<file path="src/common/ppu_pkg.sv">
package ppu_pkg;

    // 640x480 at 60 Hz, counts in pixel clocks and lines
    localparam logic [9:0] H_VISIBLE = 10'd640;
    localparam logic [9:0] H_FRONT   = 10'd16;
    localparam logic [9:0] H_SYNC    = 10'd96;
    localparam logic [9:0] H_BACK    = 10'd48;
    localparam logic [9:0] V_VISIBLE = 10'd480;
    localparam logic [9:0] V_FRONT   = 10'd10;
    localparam logic [9:0] V_SYNC    = 10'd2;
    localparam logic [9:0] V_BACK    = 10'd33;

    // game area, two boards stacked vertically
    localparam logic [9:0] BOARD_X    = 10'd234;
    localparam logic [9:0] BOARD0_Y   = 10'd67;
    localparam logic [9:0] BOARD_SIZE = 10'd173;
    localparam logic [9:0] BORDER     = 10'd6;
    localparam logic [9:0] CELL       = 10'd16;
    localparam logic [9:0] GRID_N     = 10'd10;
    localparam logic [9:0] BOARD1_Y   = BOARD0_Y + BOARD_SIZE;

    // RGB332 codes
    localparam logic [7:0] COL_FRAME  = 8'h49;
    localparam logic [7:0] COL_LINE   = 8'h00;
    localparam logic [7:0] COL_WATER  = 8'h0b;
    localparam logic [7:0] COL_MISS   = 8'hdb;
    localparam logic [7:0] COL_HIT    = 8'he0;
    localparam logic [7:0] COL_BOW    = 8'hb6;
    localparam logic [7:0] COL_STRIPE = 8'hfc;

    // hull colour per ship type, entry 0 first
    localparam logic [0:3][7:0] COL_SHIP = {8'h92, 8'h6d, 8'h8c, 8'h50};

    // square state field
    localparam logic [1:0] ST_EMPTY = 2'd0;
    localparam logic [1:0] ST_MISS  = 2'd1;
    localparam logic [1:0] ST_HIT   = 2'd2;
    localparam logic [1:0] ST_SHIP  = 2'd3;

endpackage

</file>
<file path="src/hw/vga_timing.sv">
module vga_timing #(
    parameter int unsigned PIPE_LEAD = 2
) (
    input  logic       vga_clk,
    input  logic       rst_n,
    input  logic [7:0] r_in,
    input  logic [7:0] g_in,
    input  logic [7:0] b_in,
    output logic [9:0] next_x,
    output logic [9:0] next_y,
    output logic       in_vblank,
    output logic [7:0] r,
    output logic [7:0] g,
    output logic [7:0] b,
    output logic       hsync,
    output logic       vsync,
    output logic       sync_n,
    output logic       blank_n,
    output logic       pix_clk
);

    localparam logic [9:0] H_TOTAL = ppu_pkg::H_VISIBLE + ppu_pkg::H_FRONT +
                                     ppu_pkg::H_SYNC + ppu_pkg::H_BACK;
    localparam logic [9:0] V_TOTAL = ppu_pkg::V_VISIBLE + ppu_pkg::V_FRONT +
                                     ppu_pkg::V_SYNC + ppu_pkg::V_BACK;
    localparam logic [9:0] HS_START = ppu_pkg::H_VISIBLE + ppu_pkg::H_FRONT;
    localparam logic [9:0] VS_START = ppu_pkg::V_VISIBLE + ppu_pkg::V_FRONT;

    logic [9:0]  h_cnt;
    logic [9:0]  v_cnt;
    logic [10:0] h_ahead;
    logic        hsync_d;
    logic        vsync_d;
    logic        visible;

    // beam position, visible area first in both directions
    always_ff @(posedge vga_clk or negedge rst_n) begin
        if (!rst_n) begin
            h_cnt <= '0;
            v_cnt <= '0;
        end else if (h_cnt == H_TOTAL - 10'd1) begin
            h_cnt <= '0;
            v_cnt <= (v_cnt == V_TOTAL - 10'd1) ? 10'd0 : v_cnt + 10'd1;
        end else begin
            h_cnt <= h_cnt + 10'd1;
        end
    end

    // position PIPE_LEAD clocks ahead, wraps into next line and frame
    always_comb begin
        h_ahead = {1'b0, h_cnt} + 11'(PIPE_LEAD);
        if (h_ahead >= {1'b0, H_TOTAL}) begin
            next_x = 10'(h_ahead - {1'b0, H_TOTAL});
            next_y = (v_cnt == V_TOTAL - 10'd1) ? 10'd0 : v_cnt + 10'd1;
        end else begin
            next_x = h_ahead[9:0];
            next_y = v_cnt;
        end
    end

    // taken from the look-ahead line so the store is frozen
    // before the first pixel of a frame is fetched
    assign in_vblank = (next_y >= ppu_pkg::V_VISIBLE);

    assign hsync_d = !((h_cnt >= HS_START) && (h_cnt < HS_START + ppu_pkg::H_SYNC));
    assign vsync_d = !((v_cnt >= VS_START) && (v_cnt < VS_START + ppu_pkg::V_SYNC));
    assign visible = (h_cnt < ppu_pkg::H_VISIBLE) && (v_cnt < ppu_pkg::V_VISIBLE);

    // one register stage; colour from the pipe lands with the same beam position
    always_ff @(posedge vga_clk or negedge rst_n) begin
        if (!rst_n) begin
            hsync   <= 1'b1;
            vsync   <= 1'b1;
            blank_n <= 1'b0;
            r       <= '0;
            g       <= '0;
            b       <= '0;
        end else begin
            hsync   <= hsync_d;
            vsync   <= vsync_d;
            blank_n <= visible;
            r       <= visible ? r_in : 8'h00;
            g       <= visible ? g_in : 8'h00;
            b       <= visible ? b_in : 8'h00;
        end
    end

    // DAC side
    assign sync_n  = 1'b1;
    assign pix_clk = vga_clk;

    // beam and look-ahead position both stay inside one frame
    a_cnt_range : assert property (@(posedge vga_clk) disable iff (!rst_n)
        (h_cnt < H_TOTAL) && (v_cnt < V_TOTAL) &&
        (next_x < H_TOTAL) && (next_y < V_TOTAL));

endmodule

</file>
<file path="src/ppu/square_store.sv">
module square_store (
    input  logic       vga_clk,
    input  logic       rst_n,
    input  logic       upd_valid,
    output logic       upd_ready,
    input  logic       upd_board,
    input  logic [6:0] upd_square,
    input  logic [1:0] upd_state,
    input  logic [1:0] upd_ship_type,
    input  logic [2:0] upd_ship_section,
    input  logic       upd_vert,
    input  logic       upd_sel,
    input  logic       in_vblank,
    input  logic       rd_board,
    input  logic [6:0] rd_square,
    output logic [1:0] rd_state,
    output logic [1:0] rd_ship_type,
    output logic [2:0] rd_ship_section,
    output logic       rd_vert,
    output logic       rd_sel
);

    // record layout {state, type, section, vert, sel}
    logic [8:0] mem [0:1][0:99];
    logic [8:0] rec;

    // host is held off for the whole visible part of a frame
    assign upd_ready = in_vblank;

    always_ff @(posedge vga_clk or negedge rst_n) begin
        if (!rst_n) begin
            for (int bd = 0; bd < 2; bd++) begin
                for (int sq = 0; sq < 100; sq++) begin
                    mem[bd][sq] <= '0;
                end
            end
        end else if (upd_valid && upd_ready) begin
            mem[upd_board][upd_square] <= {upd_state, upd_ship_type, upd_ship_section,
                                           upd_vert, upd_sel};
        end
    end

    // no read latency, the locator already holds the index in a register
    assign rec             = mem[rd_board][rd_square];
    assign rd_state        = rec[8:7];
    assign rd_ship_type    = rec[6:5];
    assign rd_ship_section = rec[4:2];
    assign rd_vert         = rec[1];
    assign rd_sel          = rec[0];

    a_upd_range : assert property (@(posedge vga_clk) disable iff (!rst_n)
        (upd_valid && upd_ready) |->
            ({3'b000, upd_square} < ppu_pkg::GRID_N * ppu_pkg::GRID_N));

endmodule

</file>
<file path="src/ppu/tile_locator.sv">
module tile_locator (
    input  logic       vga_clk,
    input  logic       rst_n,
    input  logic [9:0] next_x,
    input  logic [9:0] next_y,
    output logic       in_area,
    output logic       on_grid,
    output logic       board_sel,
    output logic [6:0] square_idx,
    output logic [3:0] off_x,
    output logic [3:0] off_y
);

    localparam logic [9:0] GRID_W  = ppu_pkg::GRID_N * ppu_pkg::CELL;
    localparam logic [9:0] GRID_X  = ppu_pkg::BOARD_X + ppu_pkg::BORDER;
    localparam logic [9:0] GRID0_Y = ppu_pkg::BOARD0_Y + ppu_pkg::BORDER;
    localparam logic [9:0] GRID1_Y = ppu_pkg::BOARD1_Y + ppu_pkg::BORDER;
    localparam logic [9:0] AREA_X1 = ppu_pkg::BOARD_X + ppu_pkg::BOARD_SIZE;
    localparam logic [9:0] AREA_Y1 = ppu_pkg::BOARD1_Y + ppu_pkg::BOARD_SIZE;

    logic       area_d;
    logic       in_gx;
    logic       on0;
    logic       on1;
    logic [9:0] dx;
    logic [9:0] dy0;
    logic [9:0] dy1;
    logic [9:0] dy;
    logic [3:0] col;
    logic [3:0] row;
    logic [6:0] idx_d;

    // whole game rectangle, both boards with frames
    assign area_d = (next_x >= ppu_pkg::BOARD_X) && (next_x < AREA_X1) &&
                    (next_y >= ppu_pkg::BOARD0_Y) && (next_y < AREA_Y1);

    assign in_gx = (next_x >= GRID_X) && (next_x < GRID_X + GRID_W);
    assign on0   = in_gx && (next_y >= GRID0_Y) && (next_y < GRID0_Y + GRID_W);
    assign on1   = in_gx && (next_y >= GRID1_Y) && (next_y < GRID1_Y + GRID_W);

    assign dx  = next_x - GRID_X;
    assign dy0 = next_y - GRID0_Y;
    assign dy1 = next_y - GRID1_Y;
    assign dy  = on1 ? dy1 : dy0;

    // 16 pixel squares, so the high nibble is the square and the low one the offset
    assign col   = dx[7:4];
    assign row   = dy[7:4];
    assign idx_d = 7'(row) * 7'(ppu_pkg::GRID_N) + 7'(col);

    always_ff @(posedge vga_clk or negedge rst_n) begin
        if (!rst_n) begin
            in_area    <= 1'b0;
            on_grid    <= 1'b0;
            board_sel  <= 1'b0;
            square_idx <= '0;
            off_x      <= '0;
            off_y      <= '0;
        end else begin
            in_area <= area_d;
            if (on0 || on1) begin
                on_grid    <= 1'b1;
                board_sel  <= on1;
                square_idx <= idx_d;
                off_x      <= dx[3:0];
                off_y      <= dy[3:0];
            end else begin
                // keeps the store read inside its range
                on_grid    <= 1'b0;
                board_sel  <= 1'b0;
                square_idx <= '0;
                off_x      <= '0;
                off_y      <= '0;
            end
        end
    end

endmodule

</file>
<file path="src/ppu/sprite_gen.sv">
module sprite_gen (
    input  logic       vga_clk,
    input  logic       rst_n,
    input  logic       in_area,
    input  logic       on_grid,
    input  logic [3:0] off_x,
    input  logic [3:0] off_y,
    input  logic [1:0] state,
    input  logic [1:0] ship_type,
    input  logic [2:0] ship_section,
    input  logic       vert,
    input  logic       sel,
    output logic [7:0] code,
    output logic       sel_q,
    output logic       area_q
);

    logic [7:0] code_d;
    logic       stripe;
    logic       bow;
    logic       centre;

    // stripe runs along the ship, bow cap sits at its leading end
    assign stripe = vert ? (off_x == 4'd7 || off_x == 4'd8) :
                           (off_y == 4'd7 || off_y == 4'd8);
    assign bow    = (ship_section == 3'd0) &&
                    (vert ? (off_y == 4'd1 || off_y == 4'd2) :
                            (off_x == 4'd1 || off_x == 4'd2));
    assign centre = (off_x >= 4'd6) && (off_x <= 4'd9) &&
                    (off_y >= 4'd6) && (off_y <= 4'd9);

    // first matching rule wins
    always_comb begin
        if (!on_grid) begin
            code_d = ppu_pkg::COL_FRAME;
        end else if (off_x == 4'd0 || off_y == 4'd0) begin
            code_d = ppu_pkg::COL_LINE;
        end else if (state == ppu_pkg::ST_SHIP) begin
            if (stripe) begin
                code_d = ppu_pkg::COL_STRIPE;
            end else if (bow) begin
                code_d = ppu_pkg::COL_BOW;
            end else begin
                code_d = ppu_pkg::COL_SHIP[ship_type];
            end
        end else if (state == ppu_pkg::ST_HIT && centre) begin
            code_d = ppu_pkg::COL_HIT;
        end else if (state == ppu_pkg::ST_MISS && centre) begin
            code_d = ppu_pkg::COL_MISS;
        end else begin
            code_d = ppu_pkg::COL_WATER;
        end
    end

    always_ff @(posedge vga_clk or negedge rst_n) begin
        if (!rst_n) begin
            code   <= '0;
            sel_q  <= 1'b0;
            area_q <= 1'b0;
        end else begin
            code   <= code_d;
            // the frame never shows a selection
            sel_q  <= on_grid && sel;
            area_q <= in_area;
        end
    end

endmodule

</file>
<file path="src/ppu/pixel_mux.sv">
module pixel_mux (
    input  logic [7:0] code,
    input  logic       sel_q,
    input  logic       area_q,
    output logic [7:0] r_in,
    output logic [7:0] g_in,
    output logic [7:0] b_in
);

    logic [7:0] pix;

    // selected square drawn as its colour complement
    assign pix = sel_q ? ~code : code;

    // RGB332 to the top bits of each 8 bit channel, white around the game
    assign r_in = area_q ? {pix[7:5], 5'b0} : 8'hff;
    assign g_in = area_q ? {pix[4:2], 5'b0} : 8'hff;
    assign b_in = area_q ? {pix[1:0], 6'b0} : 8'hff;

endmodule

</file>
<file path="src/ppu/ppu.sv">
module ppu #(
    parameter int unsigned PIPE_LEAD = 2
) (
    input  logic       vga_clk,
    input  logic       rst_n,
    input  logic       upd_valid,
    output logic       upd_ready,
    input  logic       upd_board,
    input  logic [6:0] upd_square,
    input  logic [1:0] upd_state,
    input  logic [1:0] upd_ship_type,
    input  logic [2:0] upd_ship_section,
    input  logic       upd_vert,
    input  logic       upd_sel,
    output logic [7:0] r,
    output logic [7:0] g,
    output logic [7:0] b,
    output logic       vga_hs,
    output logic       vga_vs,
    output logic       vga_sync_n,
    output logic       vga_blank_n,
    output logic       vga_clk_out
);

    logic [9:0] next_x;
    logic [9:0] next_y;
    logic       in_vblank;
    logic [7:0] r_in;
    logic [7:0] g_in;
    logic [7:0] b_in;

    // locator stage
    logic       in_area;
    logic       on_grid;
    logic       board_sel;
    logic [6:0] square_idx;
    logic [3:0] off_x;
    logic [3:0] off_y;

    // record of the current square
    logic [1:0] rd_state;
    logic [1:0] rd_ship_type;
    logic [2:0] rd_ship_section;
    logic       rd_vert;
    logic       rd_sel;

    // sprite stage
    logic [7:0] code;
    logic       sel_q;
    logic       area_q;

    vga_timing #(
        .PIPE_LEAD (PIPE_LEAD)
    ) i_vga_timing (
        .vga_clk   (vga_clk),
        .rst_n     (rst_n),
        .r_in      (r_in),
        .g_in      (g_in),
        .b_in      (b_in),
        .next_x    (next_x),
        .next_y    (next_y),
        .in_vblank (in_vblank),
        .r         (r),
        .g         (g),
        .b         (b),
        .hsync     (vga_hs),
        .vsync     (vga_vs),
        .sync_n    (vga_sync_n),
        .blank_n   (vga_blank_n),
        .pix_clk   (vga_clk_out)
    );

    tile_locator i_tile_locator (
        .vga_clk    (vga_clk),
        .rst_n      (rst_n),
        .next_x     (next_x),
        .next_y     (next_y),
        .in_area    (in_area),
        .on_grid    (on_grid),
        .board_sel  (board_sel),
        .square_idx (square_idx),
        .off_x      (off_x),
        .off_y      (off_y)
    );

    square_store i_square_store (
        .vga_clk          (vga_clk),
        .rst_n            (rst_n),
        .upd_valid        (upd_valid),
        .upd_ready        (upd_ready),
        .upd_board        (upd_board),
        .upd_square       (upd_square),
        .upd_state        (upd_state),
        .upd_ship_type    (upd_ship_type),
        .upd_ship_section (upd_ship_section),
        .upd_vert         (upd_vert),
        .upd_sel          (upd_sel),
        .in_vblank        (in_vblank),
        .rd_board         (board_sel),
        .rd_square        (square_idx),
        .rd_state         (rd_state),
        .rd_ship_type     (rd_ship_type),
        .rd_ship_section  (rd_ship_section),
        .rd_vert          (rd_vert),
        .rd_sel           (rd_sel)
    );

    sprite_gen i_sprite_gen (
        .vga_clk      (vga_clk),
        .rst_n        (rst_n),
        .in_area      (in_area),
        .on_grid      (on_grid),
        .off_x        (off_x),
        .off_y        (off_y),
        .state        (rd_state),
        .ship_type    (rd_ship_type),
        .ship_section (rd_ship_section),
        .vert         (rd_vert),
        .sel          (rd_sel),
        .code         (code),
        .sel_q        (sel_q),
        .area_q       (area_q)
    );

    pixel_mux i_pixel_mux (
        .code   (code),
        .sel_q  (sel_q),
        .area_q (area_q),
        .r_in   (r_in),
        .g_in   (g_in),
        .b_in   (b_in)
    );

endmodule

</file>
<file path="config.mk">
export PLATFORM = sky130hd
export DESIGN_NAME = ppu
export DESIGN_NICKNAME = d
export VERILOG_FILES = /design/src/common/ppu_pkg.sv /design/src/hw/vga_timing.sv /design/src/ppu/square_store.sv /design/src/ppu/tile_locator.sv /design/src/ppu/sprite_gen.sv /design/src/ppu/pixel_mux.sv /design/src/ppu/ppu.sv
export SDC_FILE = /design/constraint.sdc
export NUM_CORES = 2
export LEC_CHECK = 0
export ABC_AREA = 1
export BUFFER_PORTS_ARGS = -buffer_cell sky130_fd_sc_hd__buf_2
export CELL_PAD_IN_SITES_DETAIL_PLACEMENT = 1
export CELL_PAD_IN_SITES_GLOBAL_PLACEMENT = 2
export CORE_ASPECT_RATIO = 1.25
export CORE_UTILIZATION = 44
export CTS_BUF_LIST = sky130_fd_sc_hd__clkbuf_8
export DETAILED_ROUTE_END_ITERATION = 8
export PLACE_DENSITY_LB_ADDON = 0.1
export SLEW_MARGIN = 5
export SYNTH_ARGS = -nofsm -noshare
export SYNTH_HDL_FRONTEND = slang
export SYNTH_SLANG_ARGS = --single-unit
</file>
<file path="constraint.sdc">
create_clock -name vga_clk -period 9.3 [get_ports vga_clk]
set_input_delay 1.395 -clock vga_clk [delete_from_list [all_inputs] [get_ports vga_clk]]
set_output_delay 1.395 -clock vga_clk [all_outputs]
set_load 0.1 [all_outputs]
</file>
==> summary.txt <==
Status: complete, but fails checks
Violated checks: design-rule violations
Post-synth ARST share: 100%
FF-to-FF End: i_tile_locator.square_idx[6]
Pint: 12200 µW
Clock power share: 47.1%
Top cells by area, synth: dfrtp_1 54%, nand2_1 10%, o21ai_0 8.3%
Reg2reg setup slack: 3.06 ns
MaxCap Viol Count: 0
Worst Hold Class: in2async
Final Max Slew Viols: 0
Die X: 397 µm
Total core area: 193000 µm²
Sequential power share: 50.3%
Reg area: 46600 µm²
Largest area contributor in the netlist: dfrtp_1
WL per Instance: 23.8 µm
Resize count post-CTS: 0
Synth Flop Type: dfrtp_1
Setup repair bufs after CTS: 0
Clock Skew: 0.0496 ns
Syn Nets: 10300
Worst r2r src: i_vga_timing.h_cnt[2]
Post-synthesis sequential area ratio: 54.3%
Input/output buffers: 48
Post-synth EDFFs: 0
Pwr Density: 172 nW/µm²
Crit-path cells: clkbuf_8 -> clkbuf_8 -> buf_2
Unrepaired setup endpoints after global routing: false
Maximum VDD drop: 0.260 mV
Total congestion overflow: 0
Critical path class: clk2out
Post-DR vias/cell: 5.76
Psw: 3910 µW
Synth unique cells: 52
CTS tree: built
Die area: 197000 µm²
FF+latch count, synth: 1860
DR vias: 73000
Clk_lat worst skew: 1.21 ns
Worst-path clk slew: 0.06 ns
Hold Slack: 0.176 ns
Layout cells sized above 1: 8.52%
# rows: 180
Post-synthesis cell area: 85800 µm²
Critical Path AT: 5.16 ns
Worst rel slew slack: 28.2%
Initial antenna violation count: 13
Startpoint types: clock port
Hold Vio Cnt, Final: 0
Synthesized area per cell: 8.37 µm²
Leak: 0.0428 µW
Synth Warn #: 0
Worst path slowest cell: buf_2
Combinational share of power: 2.6%
Pin count of the biggest net entering global routing: 159
CP required: 7.91 ns
# setup viols final: 0
I/O pins: 50
Sw Share: 24.3%
Area of the multi-input gates: 35000 µm²
Final wirelength: 302000 µm
GRT Util Overall: 31.0%
Vias in the first global route: 75500
Worst-margin pin slew: 1.08 ns
Area share of the largest cell type after synthesis: 54.2%
Hold buffers post-CTS: 0
# fillers: 22800
First-pass GRT wire length: 470000 µm
TNS Setup: 0 ns
Die Ht: 496 µm
Critical Path Max Stage Delay: 0.28 ns
Endpoint type of the worst setup path: primary output
Initial DRC Count: 4892
First-pass DRT Iterations: 9
Area growth syn-to-layout: 8.78%
Routability cong.: 0.844
Reg2Reg Depth: 37
Final ANT Viol Nets: 0
Post-Syn Instances: 10200
Worst Path Max Fanout: 4
Layout Nets: 9965
DRC Markers: 6
Post-DP HPWL: 178000 µm
Starting Density: 44.4%
Most frequent CP cell: clkbuf_8
## logic make-up (layout without fill, tap and decap cells)
| group | after synthesis | count (layout) | synth area share, % |
|---|---|---|---|
| other | 1 | 6 | 0.00437 |
| AOI/OAI and AO/OA | 3198 | 3198 | 20.2 |
| adders and majority gates | 31 | 31 | 0.470 |
| xor gates and xnor gates | 26 | 26 | 0.265 |
| buffers and inverters | 999 | 887 | 4.88 |
| DFF | 1860 | 1860 | 54.3 |
| muxes | 2 | 2 | 0.0233 |
| and+or+nand+nor | 4130 | 4130 | 19.9 |
## metrics by stage
step | setup WS (ns) | power (µW) | area (µm²) | std cells | util, %
global route | 2.31 | 16600 | 93300 | 12700 | 48.3
CTS | 2.74 | 16300 | 93300 | 12700 | 48.3
finish | 2.74 | 16100 | 93300 | 12700 | 48.3
floorplan | 3.04 | 8400 | 85800 | 10200 | -
detailed placement | 2.99 | 8700 | 86900 | 12100 | 45.0
global placement | 2.99 | 8690 | 86900 | 12100 | 45.0
## layout make-up
type                    instances  area share, %
flip-flops and latches       1860           49.9
multi-input cells            7388           37.6
clock buffers                 422           6.22
well taps                    2548           3.42
repair buffers                163           1.51
inverters                     161          0.747
clock inverters               141          0.640
diodes                          5         0.0134
## placed cells by master, fill, tap and decap left out, types with 3 or more instances in the layout
cell type / instances
inv_8: 12
or2_2: 7
clkinv_2: 26
diode_2: 5
xor2_1: 16
nor2_1: 1150
dfrtp_4: 4
inv_1: 254
a31oi_1: 8
o21ai_1: 1256
o211ai_1: 165
nand2_4: 75
nand3b_1: 3
nor3_1: 20
inv_2: 3
ha_1: 29
buf_12: 24
o31ai_1: 8
clkinv_1: 3
o21ai_0: 1416
buf_2: 47
clkbuf_8: 421
o221ai_1: 197
nand2_1: 2319
a21oi_1: 69
nor2_2: 6
xnor2_1: 10
nand4_1: 10
nand3_1: 401
o22ai_1: 67
nand2_2: 130
buf_4: 93
dfrtp_1: 1854
## per-layer routing
layer | wire length (µm) | up-vias | global-route usage (%)
met5 | 62 | - | 0
met4 | 10400 | 10 | 11.2
met3 | 14000 | 502 | 4.37
met2 | 143000 | 1612 | 50.2
met1 | 135000 | 37100 | 42.3
li1 | - | 33800 | -
## sequential cells by signal (all words and copies together) (netlist names)
name	cells
i_tile_locator.off_y	4
i_tile_locator.on_grid	1
i_vga_timing.vsync	1
i_vga_timing.blank_n	1
i_tile_locator.off_x	4
i_vga_timing.g	3
i_tile_locator.in_area	1
i_sprite_gen.code	8
i_vga_timing.b	2
i_vga_timing.hsync	1
i_sprite_gen.sel_q	1
i_square_store.mem	1800
i_sprite_gen.area_q	1
i_tile_locator.square_idx	7
i_tile_locator.board_sel	1
i_vga_timing.v_cnt	10
i_vga_timing.h_cnt	10
i_vga_timing.r	4
## Yosys cell counts (20+ instances only)
| master | instances |
|---|---|
| nand2_1 | 2319 |
| dfrtp_1 | 1858 |
| o21ai_0 | 1416 |
| o21ai_1 | 1256 |
| nor2_1 | 1152 |
| clkbuf_1 | 582 |
| nand3_1 | 401 |
| o221ai_1 | 197 |
| o211ai_1 | 165 |
| buf_2 | 157 |
| inv_1 | 153 |
| nand2_2 | 130 |
| nand2_4 | 75 |
| a21oi_1 | 69 |
| o22ai_1 | 67 |
| buf_1 | 59 |
| ha_1 | 29 |
| buf_4 | 21 |
| nor3_1 | 20 |
## how the worst max path moves through the flow
stage | from | end | slack [ns] | cells past startpoint
after floorplan | vga_clk | vga_clk_out | 3.04 | 1
after global placement | vga_clk | vga_clk_out | 2.99 | 1
after detailed placement | vga_clk | vga_clk_out | 2.99 | 1
after CTS | vga_clk | vga_clk_out | 2.74 | 3
after global routing | i_vga_timing.h_cnt[2] | i_tile_locator.square_idx[6] | 2.31 | 37
final | vga_clk | vga_clk_out | 2.74 | 3
## critical path: cells and delay by family
| kind | cells | cell delay, ns |
|---|---|---|
| buffers and inverters | 3 | 0.51 |
## power groups by stage
stage | Sequential [µW] | Combinational, µW | Clock [µW]
final | 8100 | 410 | 7590
after global routing | 8090 | 449 | 8100
after CTS | 8100 | 420 | 7770
after detailed placement | 8240 | 420 | 37.8
after global placement | 8240 | 416 | 37.8
after floorplan | 8240 | 112 | 40.6
Power figures use the tool's default switching activity.
